==> src/soc_bus_config.svh <==
`ifndef SOC_BUS_CONFIG_SVH
`define SOC_BUS_CONFIG_SVH

// bus widths
`define SOC_ADDR_W 32
`define SOC_DATA_W 32

// upper address half that selects each slave
`define DMEM_BASE_HI 16'h0010
`define UART_BASE_HI 16'h0100

// data memory is 256 words, 0x400 bytes
`define DMEM_WORDS 256

// uart register offsets within its region
`define UART_TXDATA_OFS 16'h0000
`define UART_STATUS_OFS 16'h0004
`define UART_DIV_OFS    16'h0008

// transmit FIFO depth, power of two
`define UART_FIFO_DEPTH 8

// bit period in clocks after reset
`define UART_DIV_RESET 16

`endif

==> src/soc_bus_pkg.sv <==
`include "soc_bus_config.svh"

package soc_bus_pkg;

  typedef logic [`SOC_ADDR_W-1:0]   wb_addr_t;
  typedef logic [`SOC_DATA_W-1:0]   wb_data_t;
  typedef logic [`SOC_DATA_W/8-1:0] wb_sel_t;
  typedef logic [7:0]               uart_byte_t;

  // master to slave, one classic cycle
  typedef struct packed {
    logic     cyc;
    logic     stb;
    wb_addr_t adr;
    logic     we;
    wb_data_t dat;
    wb_sel_t  sel;
  } wb_req_t;

  // slave to master, ack and err are never high together
  typedef struct packed {
    wb_data_t dat;
    logic     ack;
    logic     err;
  } wb_rsp_t;

  typedef enum logic [1:0] {
    TX_IDLE,
    TX_START,
    TX_DATA,
    TX_STOP
  } tx_state_t;

endpackage

==> src/wb_uart.sv <==
`include "soc_bus_config.svh"

module wb_uart (
  input  logic                    clk,
  input  logic                    rst_n,
  input  soc_bus_pkg::wb_req_t    req,
  output soc_bus_pkg::wb_rsp_t    rsp,
  output logic                    push,
  output soc_bus_pkg::uart_byte_t push_byte,
  input  logic                    fifo_full,
  input  logic                    fifo_empty,
  output soc_bus_pkg::wb_data_t   divisor,
  input  logic                    tx_busy
);

  logic [15:0]           ofs;
  logic                  access;
  logic                  is_tx;
  logic                  is_stat;
  logic                  is_div;
  logic                  bad;
  logic                  ack_q;
  logic                  err_q;
  logic [15:0]           div_q;
  soc_bus_pkg::wb_data_t rd_data;

  assign ofs    = req.adr[15:0];
  assign access = req.cyc && req.stb && !ack_q && !err_q;

  assign is_tx   = (ofs == `UART_TXDATA_OFS);
  assign is_stat = (ofs == `UART_STATUS_OFS);
  assign is_div  = (ofs == `UART_DIV_OFS);

  // unknown offset, write to status, or tx write with no room
  assign bad = !(is_tx || is_stat || is_div)
             || (is_stat && req.we)
             || (is_tx && req.we && fifo_full);

  // byte enters the FIFO on the same edge that raises ack
  assign push      = access && is_tx && req.we && !fifo_full;
  assign push_byte = req.dat[7:0];

  always_ff @(posedge clk or negedge rst_n) begin
    if (!rst_n) begin
      ack_q <= 1'b0;
      err_q <= 1'b0;
      div_q <= 16'(`UART_DIV_RESET);
    end else begin
      ack_q <= access && !bad;
      err_q <= access && bad;
      if (access && !bad && req.we && is_div) begin
        if (req.sel[0]) begin
          div_q[7:0] <= req.dat[7:0];
        end
        if (req.sel[1]) begin
          div_q[15:8] <= req.dat[15:8];
        end
      end
    end
  end

  // tx data reads back as zero
  always_ff @(posedge clk) begin
    if (access && !req.we) begin
      if (is_stat) begin
        rd_data <= {{(`SOC_DATA_W-3){1'b0}}, tx_busy, fifo_full, fifo_empty};
      end else if (is_div) begin
        rd_data <= {{(`SOC_DATA_W-16){1'b0}}, div_q};
      end else begin
        rd_data <= '0;
      end
    end
  end

  assign divisor = {{(`SOC_DATA_W-16){1'b0}}, div_q};

  assign rsp.dat = rd_data;
  assign rsp.ack = ack_q;
  assign rsp.err = err_q;

endmodule

==> config.mk <==
export PLATFORM = sky130hd
export DESIGN_NAME = wb_uart
export DESIGN_NICKNAME = d
export VERILOG_FILES = /design/src/soc_bus_pkg.sv /design/src/wb_uart.sv
export VERILOG_INCLUDE_DIRS = /design/src
export SDC_FILE = /design/constraint.sdc
export NUM_CORES = 1
export LEC_CHECK = 0
export BUFFER_PORTS_ARGS = -buffer_cell sky130_fd_sc_hd__buf_2
export CAP_MARGIN = 30
export CORE_UTILIZATION = 34
export CTS_CLUSTER_DIAMETER = 80
export DETAILED_ROUTE_END_ITERATION = 8
export PLACE_DENSITY = 0.76
export REMOVE_ABC_BUFFERS = 1
export SKIP_LAST_GASP = 1
export SYNTH_ARGS = -nofsm -noshare
export SYNTH_HDL_FRONTEND = slang
export SYNTH_SLANG_ARGS = --single-unit
==> constraint.sdc <==
create_clock -name clk -period 1.7 [get_ports clk]
set_clock_uncertainty 0.15 [all_clocks]
set_input_delay 0.34 -clock clk [delete_from_list [all_inputs] [get_ports clk]]
set_output_delay 0.34 -clock clk [all_outputs]
set_load 0.02 [all_outputs]
; Word-level counts from Yosys, hierarchy flattened
; Cells that the tools add are included.
; Widths: inputs -> output; s select.
[word_totals]
register_bits = 50
latch_bits = 0
ram_bits = 0
mem_bits_ro = 0
input_bits = 76
output_inout_bits = 75
wordCells = 40
memories = 0
[op_classes]
n_addsub = 0
n_mul = 0
div_mod_pow = 0
order_cmp = 0
n_eq_ne = 2
shift = 0
mux = 2
n_bitwise = 1
n_reduce_logical = 28
[ops]
columns = cell, count
row1 = $eq 16x3->1 const B, 1
row2 = $eq 16x4->1 const B, 1
row3 = $logic_not 16->1, 1
row4 = $logic_and 1x1->1, 14
row5 = $logic_not 1->1, 6
row6 = $mux 3, 2
row7 = $logic_or 1x1->1, 4
row8 = $reduce_and 2->1, 2
row9 = $reduce_or 2->1, 1
row10 = $not 1->1, 1

; Depth between registers and ports, before layout
; Gate-level depths: netlist of the first run.
[depth]
word_depth = 11
mapped_depth = 5
mapped_depth_nobuf = 4

; Least setup slack after synthesis of the first run
; Ideal clock, no wire load.
[synth_path]
path_type = input -> register
start = in req[51] in the netlist's numbering
end = reg div_q[10]
setup_ns = 0.125
t_arrival_ns = 1.681
required_time_ns = 1.425
slack_ns = -0.256
cell_stages = 4
n_path_buf = 0
cell_sequence = nor4_2 > nand4_4 > nor3_4 > mux2_2
[synth_between]
elab_chain_cells = 11
elab_cells_between_ends = 16
cone_classes = 2 x eq/ne / 14 x reduce/logical
[synth_lines]
columns = element, line
row1 = from (decl), wb_uart.sv:6  ; input soc_bus_pkg::wb_req_t req,
row2 = $eq 16x3->1 (no source line) / $logic_not 16->1 (equally long branches), --
row3 = $logic_or 1x1->1 (2 in series), wb_uart.sv:35  ; assign bad = !(is_tx || is_stat || is_div)
row4 = $logic_not 1->1, wb_uart.sv:35
row5 = $logic_or 1x1->1, wb_uart.sv:36  ; || (is_stat && req.we)
row6 = $logic_or 1x1->1, wb_uart.sv:37  ; || (is_tx && req.we && fifo_full);
row7 = $logic_not 1->1, wb_uart.sv:51  ; if (access && !bad && req.we && is_div) begin
row8 = $logic_and 1x1->1 (2 in series), wb_uart.sv:51
row9 = $logic_and 1x1->1 *, wb_uart.sv:51
row10 = $reduce_and 2->1 (no source line) *, --
row11 = to (signal assigned), wb_uart.sv:47  ; div_q <= 16'(`UART_DIV_RESET);
row12 = to (signal assigned), wb_uart.sv:56  ; div_q[15:8] <= req.dat[15:8];
row13 = to (decl), wb_uart.sv:24  ; logic [15:0] div_q;
; Mark *: on every way between the ends. The rest lies on a longest branch, timed or not.
; A chain may end at the register's enable or synchronous reset.

; Worst setup path in the final report of the first run
[layout_path]
start = in req[51] in the netlist's numbering
end = out push
[layout_between]
elab_chain_cells = 4
[layout_lines]
columns = element, line
row1 = $logic_not 16->1 (no source line), --
row2 = $logic_and 1x1->1 (3 in series), wb_uart.sv:40  ; assign push = access && is_tx && req.we && !fifo_full;
row3 = to (decl), wb_uart.sv:8  ; output logic push,
; Every way passes these cells.

==> results of run 1 <==
flip-flops by register name, indices dropped and copies added, names as in the netlist:
register  count
div_q        16
rd_data      16
ack_q         1
err_q         1
area by class of cell:
| class | instances | area (sq um) | area share |
|---|---|---|---|
| repair buffers | 99 | 579 | 0.244 |
| well taps | 67 | 83.8 | 0.0354 |
| clock buffers | 5 | 68.8 | 0.0290 |
| flip-flops and latches | 34 | 932 | 0.393 |
| clock inverters | 3 | 40.0 | 0.0169 |
| multi-input cells | 93 | 666 | 0.281 |
worst register-to-register path, stage by stage (launching register included):
cell                       delay (ns)
sky130_fd_sc_hd__dfrtp_1         0.39
sky130_fd_sc_hd__nor4bb_2        0.29
sky130_fd_sc_hd__buf_4           0.16
sky130_fd_sc_hd__buf_4           0.11
sky130_fd_sc_hd__nand3_4         0.07
sky130_fd_sc_hd__nor3_4          0.15
sky130_fd_sc_hd__buf_12          0.16
sky130_fd_sc_hd__mux2_4          0.30
cell families (layout without fill, tap and decap cells):
kind of cell / count (synthesis) / after routing
AO/OA/AOI/OAI: 4 / 4
buffers and inverters: 43 / 107
flip-flops: 34 / 34
multiplexers: 16 / 16
other: 1 / 32
AND/OR/NAND/NOR: 41 / 41
power by group:
part / internal (uW) / total, uW / leakage (uW) / switching (uW)
Clock: 431 / 719 / 0.0000579 / 288
Sequential: 867 / 869 / 0.000404 / 2.37
Combinational: 68.1 / 214 / 0.000772 / 146
final timing paths:
kind / from / to / slack [ns]
setup / recovery: req[51] / push / -0.23
max in group asynchronous: rst_n / div_q[4] / 0.69
min in group asynchronous: rst_n / div_q[10] / 0.38
hold / removal: req[12] / div_q[8] / 0.12
setup reg to reg: ack_q / div_q[7] / -0.20
hold reg to reg: div_q[8] / div_q[8] / 0.37
metrics by stage:
| step | power (uW) | hold slack, ns | cell area (sq um) | std cells |
|---|---|---|---|---|
| after detailed placement | 1090 | 0.159 | 2190 | 291 |
| after CTS | 1820 | 0.116 | 2360 | 301 |
| after floorplan | 984 | -0.106 | 1550 | 127 |
| final | 1800 | 0.124 | 2370 | 301 |
| after global placement | 1090 | 0.152 | 2190 | 291 |
| after global routing | 1880 | 0.126 | 2370 | 301 |
synthesized netlist by cell type, drive strengths merged:
cell	instances
a22oi	3
and2	13
and4b	1
buf	42
clkbuf	1
conb	1
dfrtp	17
dfstp	1
edfxtp	16
mux2	16
nand2	1
nand2b	1
nand3	4
nand4	1
nor2	9
nor2b	3
nor3	4
nor4	3
nor4bb	1
o22a	1
per-layer routing:
metal / wire length (um) / GRT usage / vias up
li1: - / - / 591
met1: 1400 / 0.150 / 589
met2: 1760 / 0.234 / 63
met3: 189 / 0.0329 / 6
met4: 44 / 0.0513 / 0
met5: 0 / 0 / -
what timing repair did:
item / 4_1_cts / 5_1_grt
hold endpoints to repair: 17 / 0
buffers inserted: 1 / 0
setup endpoints to repair: 17 / 17
hold buffers: 1 / 0
gates resized for setup: 11 / 2
==> flow_results.xml, run 1 <==
<?xml version="1.0" encoding="UTF-8"?>
<metrics>
  <group name="pwr">
    <metric name="irDropWorstVdd" unit="mV">0.424</metric>
    <metric name="power.density_cell_area" unit="nW/um^2">761</metric>
    <metric name="power.static_leakage" unit="uW">0.00123</metric>
  </group>
  <group name="cts">
    <metric name="h-tree-depth" unit="">2</metric>
    <metric name="cts_root_buffer" unit="">sky130_fd_sc_hd__clkbuf_8</metric>
    <metric name="cts_sinks" unit="">34</metric>
    <metric name="path_clk_slew" unit="ns">0.07</metric>
    <metric name="cts_inserted_buffers" unit="">5</metric>
    <metric name="clk_latency" unit="ns">0.28</metric>
    <metric name="tritoncts" unit="">built</metric>
    <metric name="cts-root-to-sink-buffers" unit="">2</metric>
  </group>
  <group name="timing">
    <metric name="hold_violations" unit="">0</metric>
    <metric name="clock.fmax" unit="GHz">0.519</metric>
    <metric name="fin_ws" unit="ns">-0.228</metric>
    <metric name="final_min_period_over_clock_period" unit="">1.13</metric>
    <metric name="rsz0062_at_grt" unit="">true</metric>
    <metric name="slew_violations" unit="">0</metric>
    <metric name="setup_total_negative_slack" unit="ns">-3.20</metric>
    <metric name="fin_crit" unit="ns">1.93</metric>
    <metric name="finalSetupViolations" unit="">17</metric>
  </group>
  <group name="yosys">
    <metric name="synth-xor-area-share" unit="">0</metric>
    <metric name="yosysTopAreaCell" unit="">sky130_fd_sc_hd__edfxtp_1</metric>
    <metric name="ys_types" unit="">22</metric>
    <metric name="synthesized_flop_and_latch_total" unit="">34</metric>
    <metric name="synth.cell_area" unit="sq um">1750</metric>
    <metric name="synth_mux_area_frac" unit="">0.103</metric>
    <metric name="fraction_of_the_mapped_netlist_area_in_simple_logic_gates" unit="">0.163</metric>
    <metric name="synth_compound_gate_area_share" unit="">0.0179</metric>
    <metric name="synth_top_family_by_area" unit="">buffers and inverters</metric>
    <metric name="syn-instance-count" unit="">139</metric>
    <metric name="synthDominantCellAreaShare" unit="">0.274</metric>
    <metric name="synth_fa_ha_area_frac" unit="">0</metric>
    <metric name="synth.yosys.seq_area_share" unit="">0.532</metric>
    <metric name="synth_area_leaders" unit="">sky130_fd_sc_hd__edfxtp_1 (27%), sky130_fd_sc_hd__dfrtp_1 (24%), sky130_fd_sc_hd__buf_4 (18%)</metric>
    <metric name="synth.yosys.warnings" unit="">0</metric>
    <metric name="syn_area_per_cell" unit="sq um">12.6</metric>
  </group>
  <group name="critical_path">
    <metric name="critical_path.cell_chain" unit="">buf_2 &gt; nor4_2 &gt; buf_4 &gt; nand4_4 &gt; buf_6 &gt; nor2_1 &gt; buf_4</metric>
    <metric name="path_delay_family" unit="">buffers and inverters</metric>
    <metric name="critical_path.max_fanout" unit="">5</metric>
    <metric name="crit_type" unit="">in -&gt; out</metric>
    <metric name="reg2regPathDepth" unit="">7</metric>
    <metric name="cp.depth" unit="">7</metric>
    <metric name="timing.critical_path.slowest_cell_delay" unit="ns">0.26</metric>
    <metric name="crit_buf_inv" unit="">4</metric>
    <metric name="timing.critical_path.slowest_stage_cell" unit="">sky130_fd_sc_hd__nor4_2</metric>
    <metric name="path_common_cell" unit="">sky130_fd_sc_hd__buf_4</metric>
    <metric name="cp.arrival" unit="ns">1.44</metric>
    <metric name="endpoint_class_of_the_critical_path" unit="">output pin</metric>
    <metric name="data_required_time_at_the_worst_endpoint" unit="ns">1.21</metric>
    <metric name="critical_path.startpoint_type" unit="">input pin</metric>
  </group>
  <group name="floorplanning">
    <metric name="fp.coreArea" unit="sq um">4850</metric>
    <metric name="fp.dieArea" unit="sq um">5440</metric>
    <metric name="start_util" unit="">0.361</metric>
    <metric name="die_width" unit="um">73.8</metric>
    <metric name="chipHeight" unit="um">73.8</metric>
    <metric name="floorplan.io_pins" unit="">151</metric>
    <metric name="rows" unit="">25</metric>
  </group>
  <group name="place">
    <metric name="detailedPlace.worstSlack" unit="ns">-0.351</metric>
    <metric name="gp_routability_congestion" unit="">0.705</metric>
    <metric name="port-buffer-count" unit="">84</metric>
    <metric name="hpwlAfterDp" unit="um">2670</metric>
  </group>
  <group name="drt">
    <metric name="post-route-drc-count" unit="">0</metric>
    <metric name="route.vias.total" unit="">1249</metric>
    <metric name="detailedRoute.firstIterationViolations" unit="">19</metric>
    <metric name="detail_routed_net_length_per_standard_cell" unit="um">11.3</metric>
    <metric name="drt.antenna.violating_nets" unit="">0</metric>
    <metric name="totalWireLength" unit="um">3400</metric>
    <metric name="detailedRoute.firstPassIterationCount" unit="">4</metric>
    <metric name="detailed_route_vias_per_instance" unit="">4.15</metric>
  </group>
  <group name="min_path">
    <metric name="holdCritPathClass" unit="">in -&gt; reg</metric>
    <metric name="timing.hold.worst_path_depth" unit="">2</metric>
  </group>
  <group name="final_layout">
    <metric name="finalCoreUtilization" unit="">0.489</metric>
    <metric name="layout.filler_cells" unit="">455</metric>
    <metric name="area_growth" unit="%">35.3</metric>
    <metric name="antenna_cell_count" unit="">0</metric>
    <metric name="design.final.nets" unit="">309</metric>
    <metric name="final_cell_mix" unit="">sky130_fd_sc_hd__buf_2 (83), sky130_fd_sc_hd__conb_1 (32), sky130_fd_sc_hd__dfrtp_1 (17)</metric>
    <metric name="fraction_of_layout_cells_with_a_size_suffix_above_1" unit="">0.556</metric>
    <metric name="mostFrequentLayoutCell" unit="">sky130_fd_sc_hd__buf_2</metric>
  </group>
  <group name="global_route">
    <metric name="grt-ovfl-total" unit="">0</metric>
    <metric name="grt_pass1_vias" unit="">1132</metric>
    <metric name="antenna_found_initial" unit="">0</metric>
    <metric name="grt_max_degree" unit="">19</metric>
    <metric name="grt_first_pass_wirelength" unit="um">5180</metric>
    <metric name="grt_util_all_layers" unit="">0.132</metric>
  </group>
  <group name="outcome">
    <metric name="status" unit="">finished with violations</metric>
    <metric name="violations" unit="">setup timing</metric>
  </group>
  <group name="flow_run">
    <metric name="drv.max_cap_violation_count" unit="">0</metric>
  </group>
</metrics>
Note: power is estimated with default switching activity, not from simulation.
==> run 2: changes to the inputs <==
==> constraint.sdc (replaced) <==
create_clock -name clk -period 1.7 [get_ports clk]
set_clock_uncertainty 0.15 [all_clocks]
set_input_delay 0.085 -clock clk [delete_from_list [all_inputs] [get_ports clk]]
set_output_delay 0.085 -clock clk [all_outputs]
set_load 0.02 [all_outputs]
==> run 2 against run 1 <==
The run still ends with setup timing left. Final area increased by 7.8%. First-iteration DRC count increased by 79%. Count of clock-buffer cells in the layout increased by 2. Clock power decreased by 1%. Global-route usage increased by 1.2 points. Combinational power increased by 18%. Critical path type is now reg -> reg. Largest cell class unchanged. Highest routed layer unchanged.
==> flow_results.xml, run 2 (synthesis gave the netlist of run 1 again) <==
<?xml version="1.0" encoding="UTF-8"?>
<metrics>
  <group name="final_layout">
    <metric name="finalCoreUtilization" unit="">0.527</metric>
    <metric name="mostFrequentLayoutCell" unit="">sky130_fd_sc_hd__buf_2</metric>
    <metric name="final_design_area_no_fill" unit="sq um">2550</metric>
    <metric name="largestRegisters" unit="">div_q: 16 flops, rd_data: 16 flops</metric>
    <metric name="antenna_cell_count" unit="">0</metric>
    <metric name="fraction_of_layout_cells_with_a_size_suffix_above_1" unit="">0.508</metric>
    <metric name="area_growth" unit="%">45.9</metric>
    <metric name="design.final.nets" unit="">327</metric>
    <metric name="final_cell_mix" unit="">sky130_fd_sc_hd__buf_2 (83), sky130_fd_sc_hd__conb_1 (32), sky130_fd_sc_hd__dlygate4sd3_1 (21)</metric>
    <metric name="layout.filler_cells" unit="">411</metric>
  </group>
  <group name="floorplanning">
    <metric name="floorplan.io_pins" unit="">151</metric>
    <metric name="chipHeight" unit="um">73.8</metric>
    <metric name="fp.coreArea" unit="sq um">4850</metric>
    <metric name="fp.dieArea" unit="sq um">5440</metric>
    <metric name="rows" unit="">25</metric>
    <metric name="start_util" unit="">0.361</metric>
    <metric name="die_width" unit="um">73.8</metric>
  </group>
  <group name="min_path">
    <metric name="timing.hold.worst.start" unit="">req[70]</metric>
    <metric name="timing.hold.worst_path_depth" unit="">3</metric>
    <metric name="holdCritPathClass" unit="">in -&gt; reg</metric>
    <metric name="worst_hold_endpoint" unit="">err_q</metric>
  </group>
  <group name="critical_path">
    <metric name="critical_path.startpoint_type" unit="">register</metric>
    <metric name="reg2reg_setup_slack" unit="ns">-0.18</metric>
    <metric name="crit_type" unit="">reg -&gt; reg</metric>
    <metric name="timing.critical_path.slowest_stage_cell" unit="">sky130_fd_sc_hd__dfrtp_1</metric>
    <metric name="endpoint_class_of_the_critical_path" unit="">register</metric>
    <metric name="timing.critical_path.slowest_cell_delay" unit="ns">0.39</metric>
    <metric name="data_required_time_at_the_worst_endpoint" unit="ns">1.71</metric>
    <metric name="r2r_end" unit="">div_q[6]</metric>
    <metric name="critical_path.cell_chain" unit="">nor4bb_2 &gt; buf_4 &gt; nand3_4 &gt; nor3_4 &gt; buf_12 &gt; mux2_2</metric>
    <metric name="critical_path.max_fanout" unit="">8</metric>
    <metric name="worstReg2RegStart" unit="">ack_q</metric>
    <metric name="cp.arrival" unit="ns">1.89</metric>
    <metric name="path_delay_family" unit="">simple AND/OR/NAND/NOR gates</metric>
    <metric name="reg2regPathDepth" unit="">6</metric>
    <metric name="critical_path.startpoint" unit="">ack_q</metric>
    <metric name="crit_buf_inv" unit="">2</metric>
  </group>
  <group name="pwr">
    <metric name="power.density_cell_area" unit="nW/um^2">717</metric>
    <metric name="power_total" unit="uW">1830</metric>
    <metric name="irDropWorstVdd" unit="mV">0.570</metric>
    <metric name="power.static_leakage" unit="uW">0.00130</metric>
  </group>
  <group name="cts">
    <metric name="cts_sinks" unit="">34</metric>
    <metric name="path_clk_slew" unit="ns">0.06</metric>
    <metric name="tritoncts" unit="">built</metric>
    <metric name="cts_root_buffer" unit="">sky130_fd_sc_hd__clkbuf_8</metric>
    <metric name="cts-root-to-sink-buffers" unit="">2</metric>
    <metric name="clk_latency" unit="ns">0.27</metric>
    <metric name="cts_inserted_buffers" unit="">5</metric>
    <metric name="h-tree-depth" unit="">2</metric>
  </group>
  <group name="global_route">
    <metric name="grt_pass1_vias" unit="">1346</metric>
    <metric name="grt_util_all_layers" unit="">0.143</metric>
    <metric name="antenna_found_initial" unit="">0</metric>
    <metric name="grt_max_degree" unit="">19</metric>
    <metric name="grt_first_pass_wirelength" unit="um">5700</metric>
    <metric name="grt-ovfl-total" unit="">0</metric>
  </group>
  <group name="drt">
    <metric name="post-route-drc-count" unit="">0</metric>
    <metric name="route.vias.total" unit="">1302</metric>
    <metric name="detailedRoute.firstPassIterationCount" unit="">2</metric>
    <metric name="detail_routed_net_length_per_standard_cell" unit="um">11.7</metric>
    <metric name="detailedRoute.firstIterationViolations" unit="">34</metric>
    <metric name="drt.antenna.violating_nets" unit="">0</metric>
    <metric name="totalWireLength" unit="um">3730</metric>
    <metric name="detailed_route_vias_per_instance" unit="">4.08</metric>
  </group>
  <group name="timing">
    <metric name="final_min_period_over_clock_period" unit="">1.11</metric>
    <metric name="hold_violations" unit="">0</metric>
    <metric name="slew_violations" unit="">0</metric>
    <metric name="clock.fmax" unit="GHz">0.532</metric>
    <metric name="fin_ws" unit="ns">-0.181</metric>
    <metric name="rsz0062_at_grt" unit="">true</metric>
    <metric name="finalSetupViolations" unit="">17</metric>
    <metric name="fin_crit" unit="ns">1.88</metric>
  </group>
  <group name="place">
    <metric name="gp_routability_congestion" unit="">0.708</metric>
    <metric name="placedInstanceArea" unit="sq um">2170</metric>
    <metric name="port-buffer-count" unit="">84</metric>
    <metric name="detailedPlace.worstSlack" unit="ns">-0.171</metric>
    <metric name="hpwlAfterDp" unit="um">2620</metric>
  </group>
  <group name="outcome">
    <metric name="violations" unit="">setup timing</metric>
    <metric name="status" unit="">finished with violations</metric>
  </group>
  <group name="flow_run">
    <metric name="drv.max_cap_violation_count" unit="">0</metric>
  </group>
</metrics>
[run 2: cell types whose count changed in the layout (fill, tap and decap cells not counted)]
cell,change
sky130_fd_sc_hd__dlygate4sd3_1,+20
sky130_fd_sc_hd__mux2_2,+3
sky130_fd_sc_hd__mux2_4,-3
sky130_fd_sc_hd__clkbuf_1,+2
sky130_fd_sc_hd__clkinv_2,-2
sky130_fd_sc_hd__buf_4,-1
sky130_fd_sc_hd__buf_6,-1
sky130_fd_sc_hd__nand3_1,-1
sky130_fd_sc_hd__nand3_4,+1
sky130_fd_sc_hd__nor3_1,-1
sky130_fd_sc_hd__nor3_2,+1
[run 2: per-stage QoR]
step | setup TNS (ns) | std cells | hold WS (ns)
after floorplan | -7.76 | 127 | -0.361
after global placement | -1.90 | 288 | -0.111
after detailed placement | -2.45 | 288 | -0.103
after CTS | -2.42 | 320 | 0.0351
after global routing | -3.90 | 319 | -0.00174
final | -2.44 | 319 | 0.00498
[run 2: worst max path at each step]
stage	end	depth (start not counted)
5_1_grt	div_q[12]	6
6_report	div_q[6]	6
3_5_place_dp	div_q[6]	6
3_3_place_gp	div_q[10]	6
2_1_floorplan	div_q[10]	4
4_1_cts	div_q[12]	6
[run 2: layout make-up]
cell class | count | area, sq um | area share
well taps | 67 | 83.8 | 0.0328
flip-flops and latches | 34 | 932 | 0.365
repair buffers | 117 | 761 | 0.298
clock buffers | 7 | 76.3 | 0.0299
multi-input cells | 93 | 672 | 0.263
clock inverters | 1 | 30.0 | 0.0118
[run 2: worst min-delay path, stage by stage]
cell                      delay [ns]
sky130_fd_sc_hd__buf_2          0.10
sky130_fd_sc_hd__nand3_1        0.14
sky130_fd_sc_hd__nor2_1         0.06
[run 2: layer usage]
layer,vias to the layer above,global-route usage,share of wire
met1,605,0.142,0.38
met5,-,0,0
met3,7,0.0439,0.057
li1,629,-,-
met2,61,0.269,0.55
met4,0,0.0662,0.011
[run 2: power breakdown]
group / switching [uW] / internal [uW]
logic: 155 / 97.1
registers: 2.53 / 867
clock network: 273 / 438
total: 430 / 1400
[run 2: what timing repair did]
item | in CTS | in global routing
hold endpoints to repair | 38 | 0
gates resized for setup | 6 | 6
setup endpoints to repair | 17 | 18
setup buffers | 2 | 0
hold buffers | 22 | 0
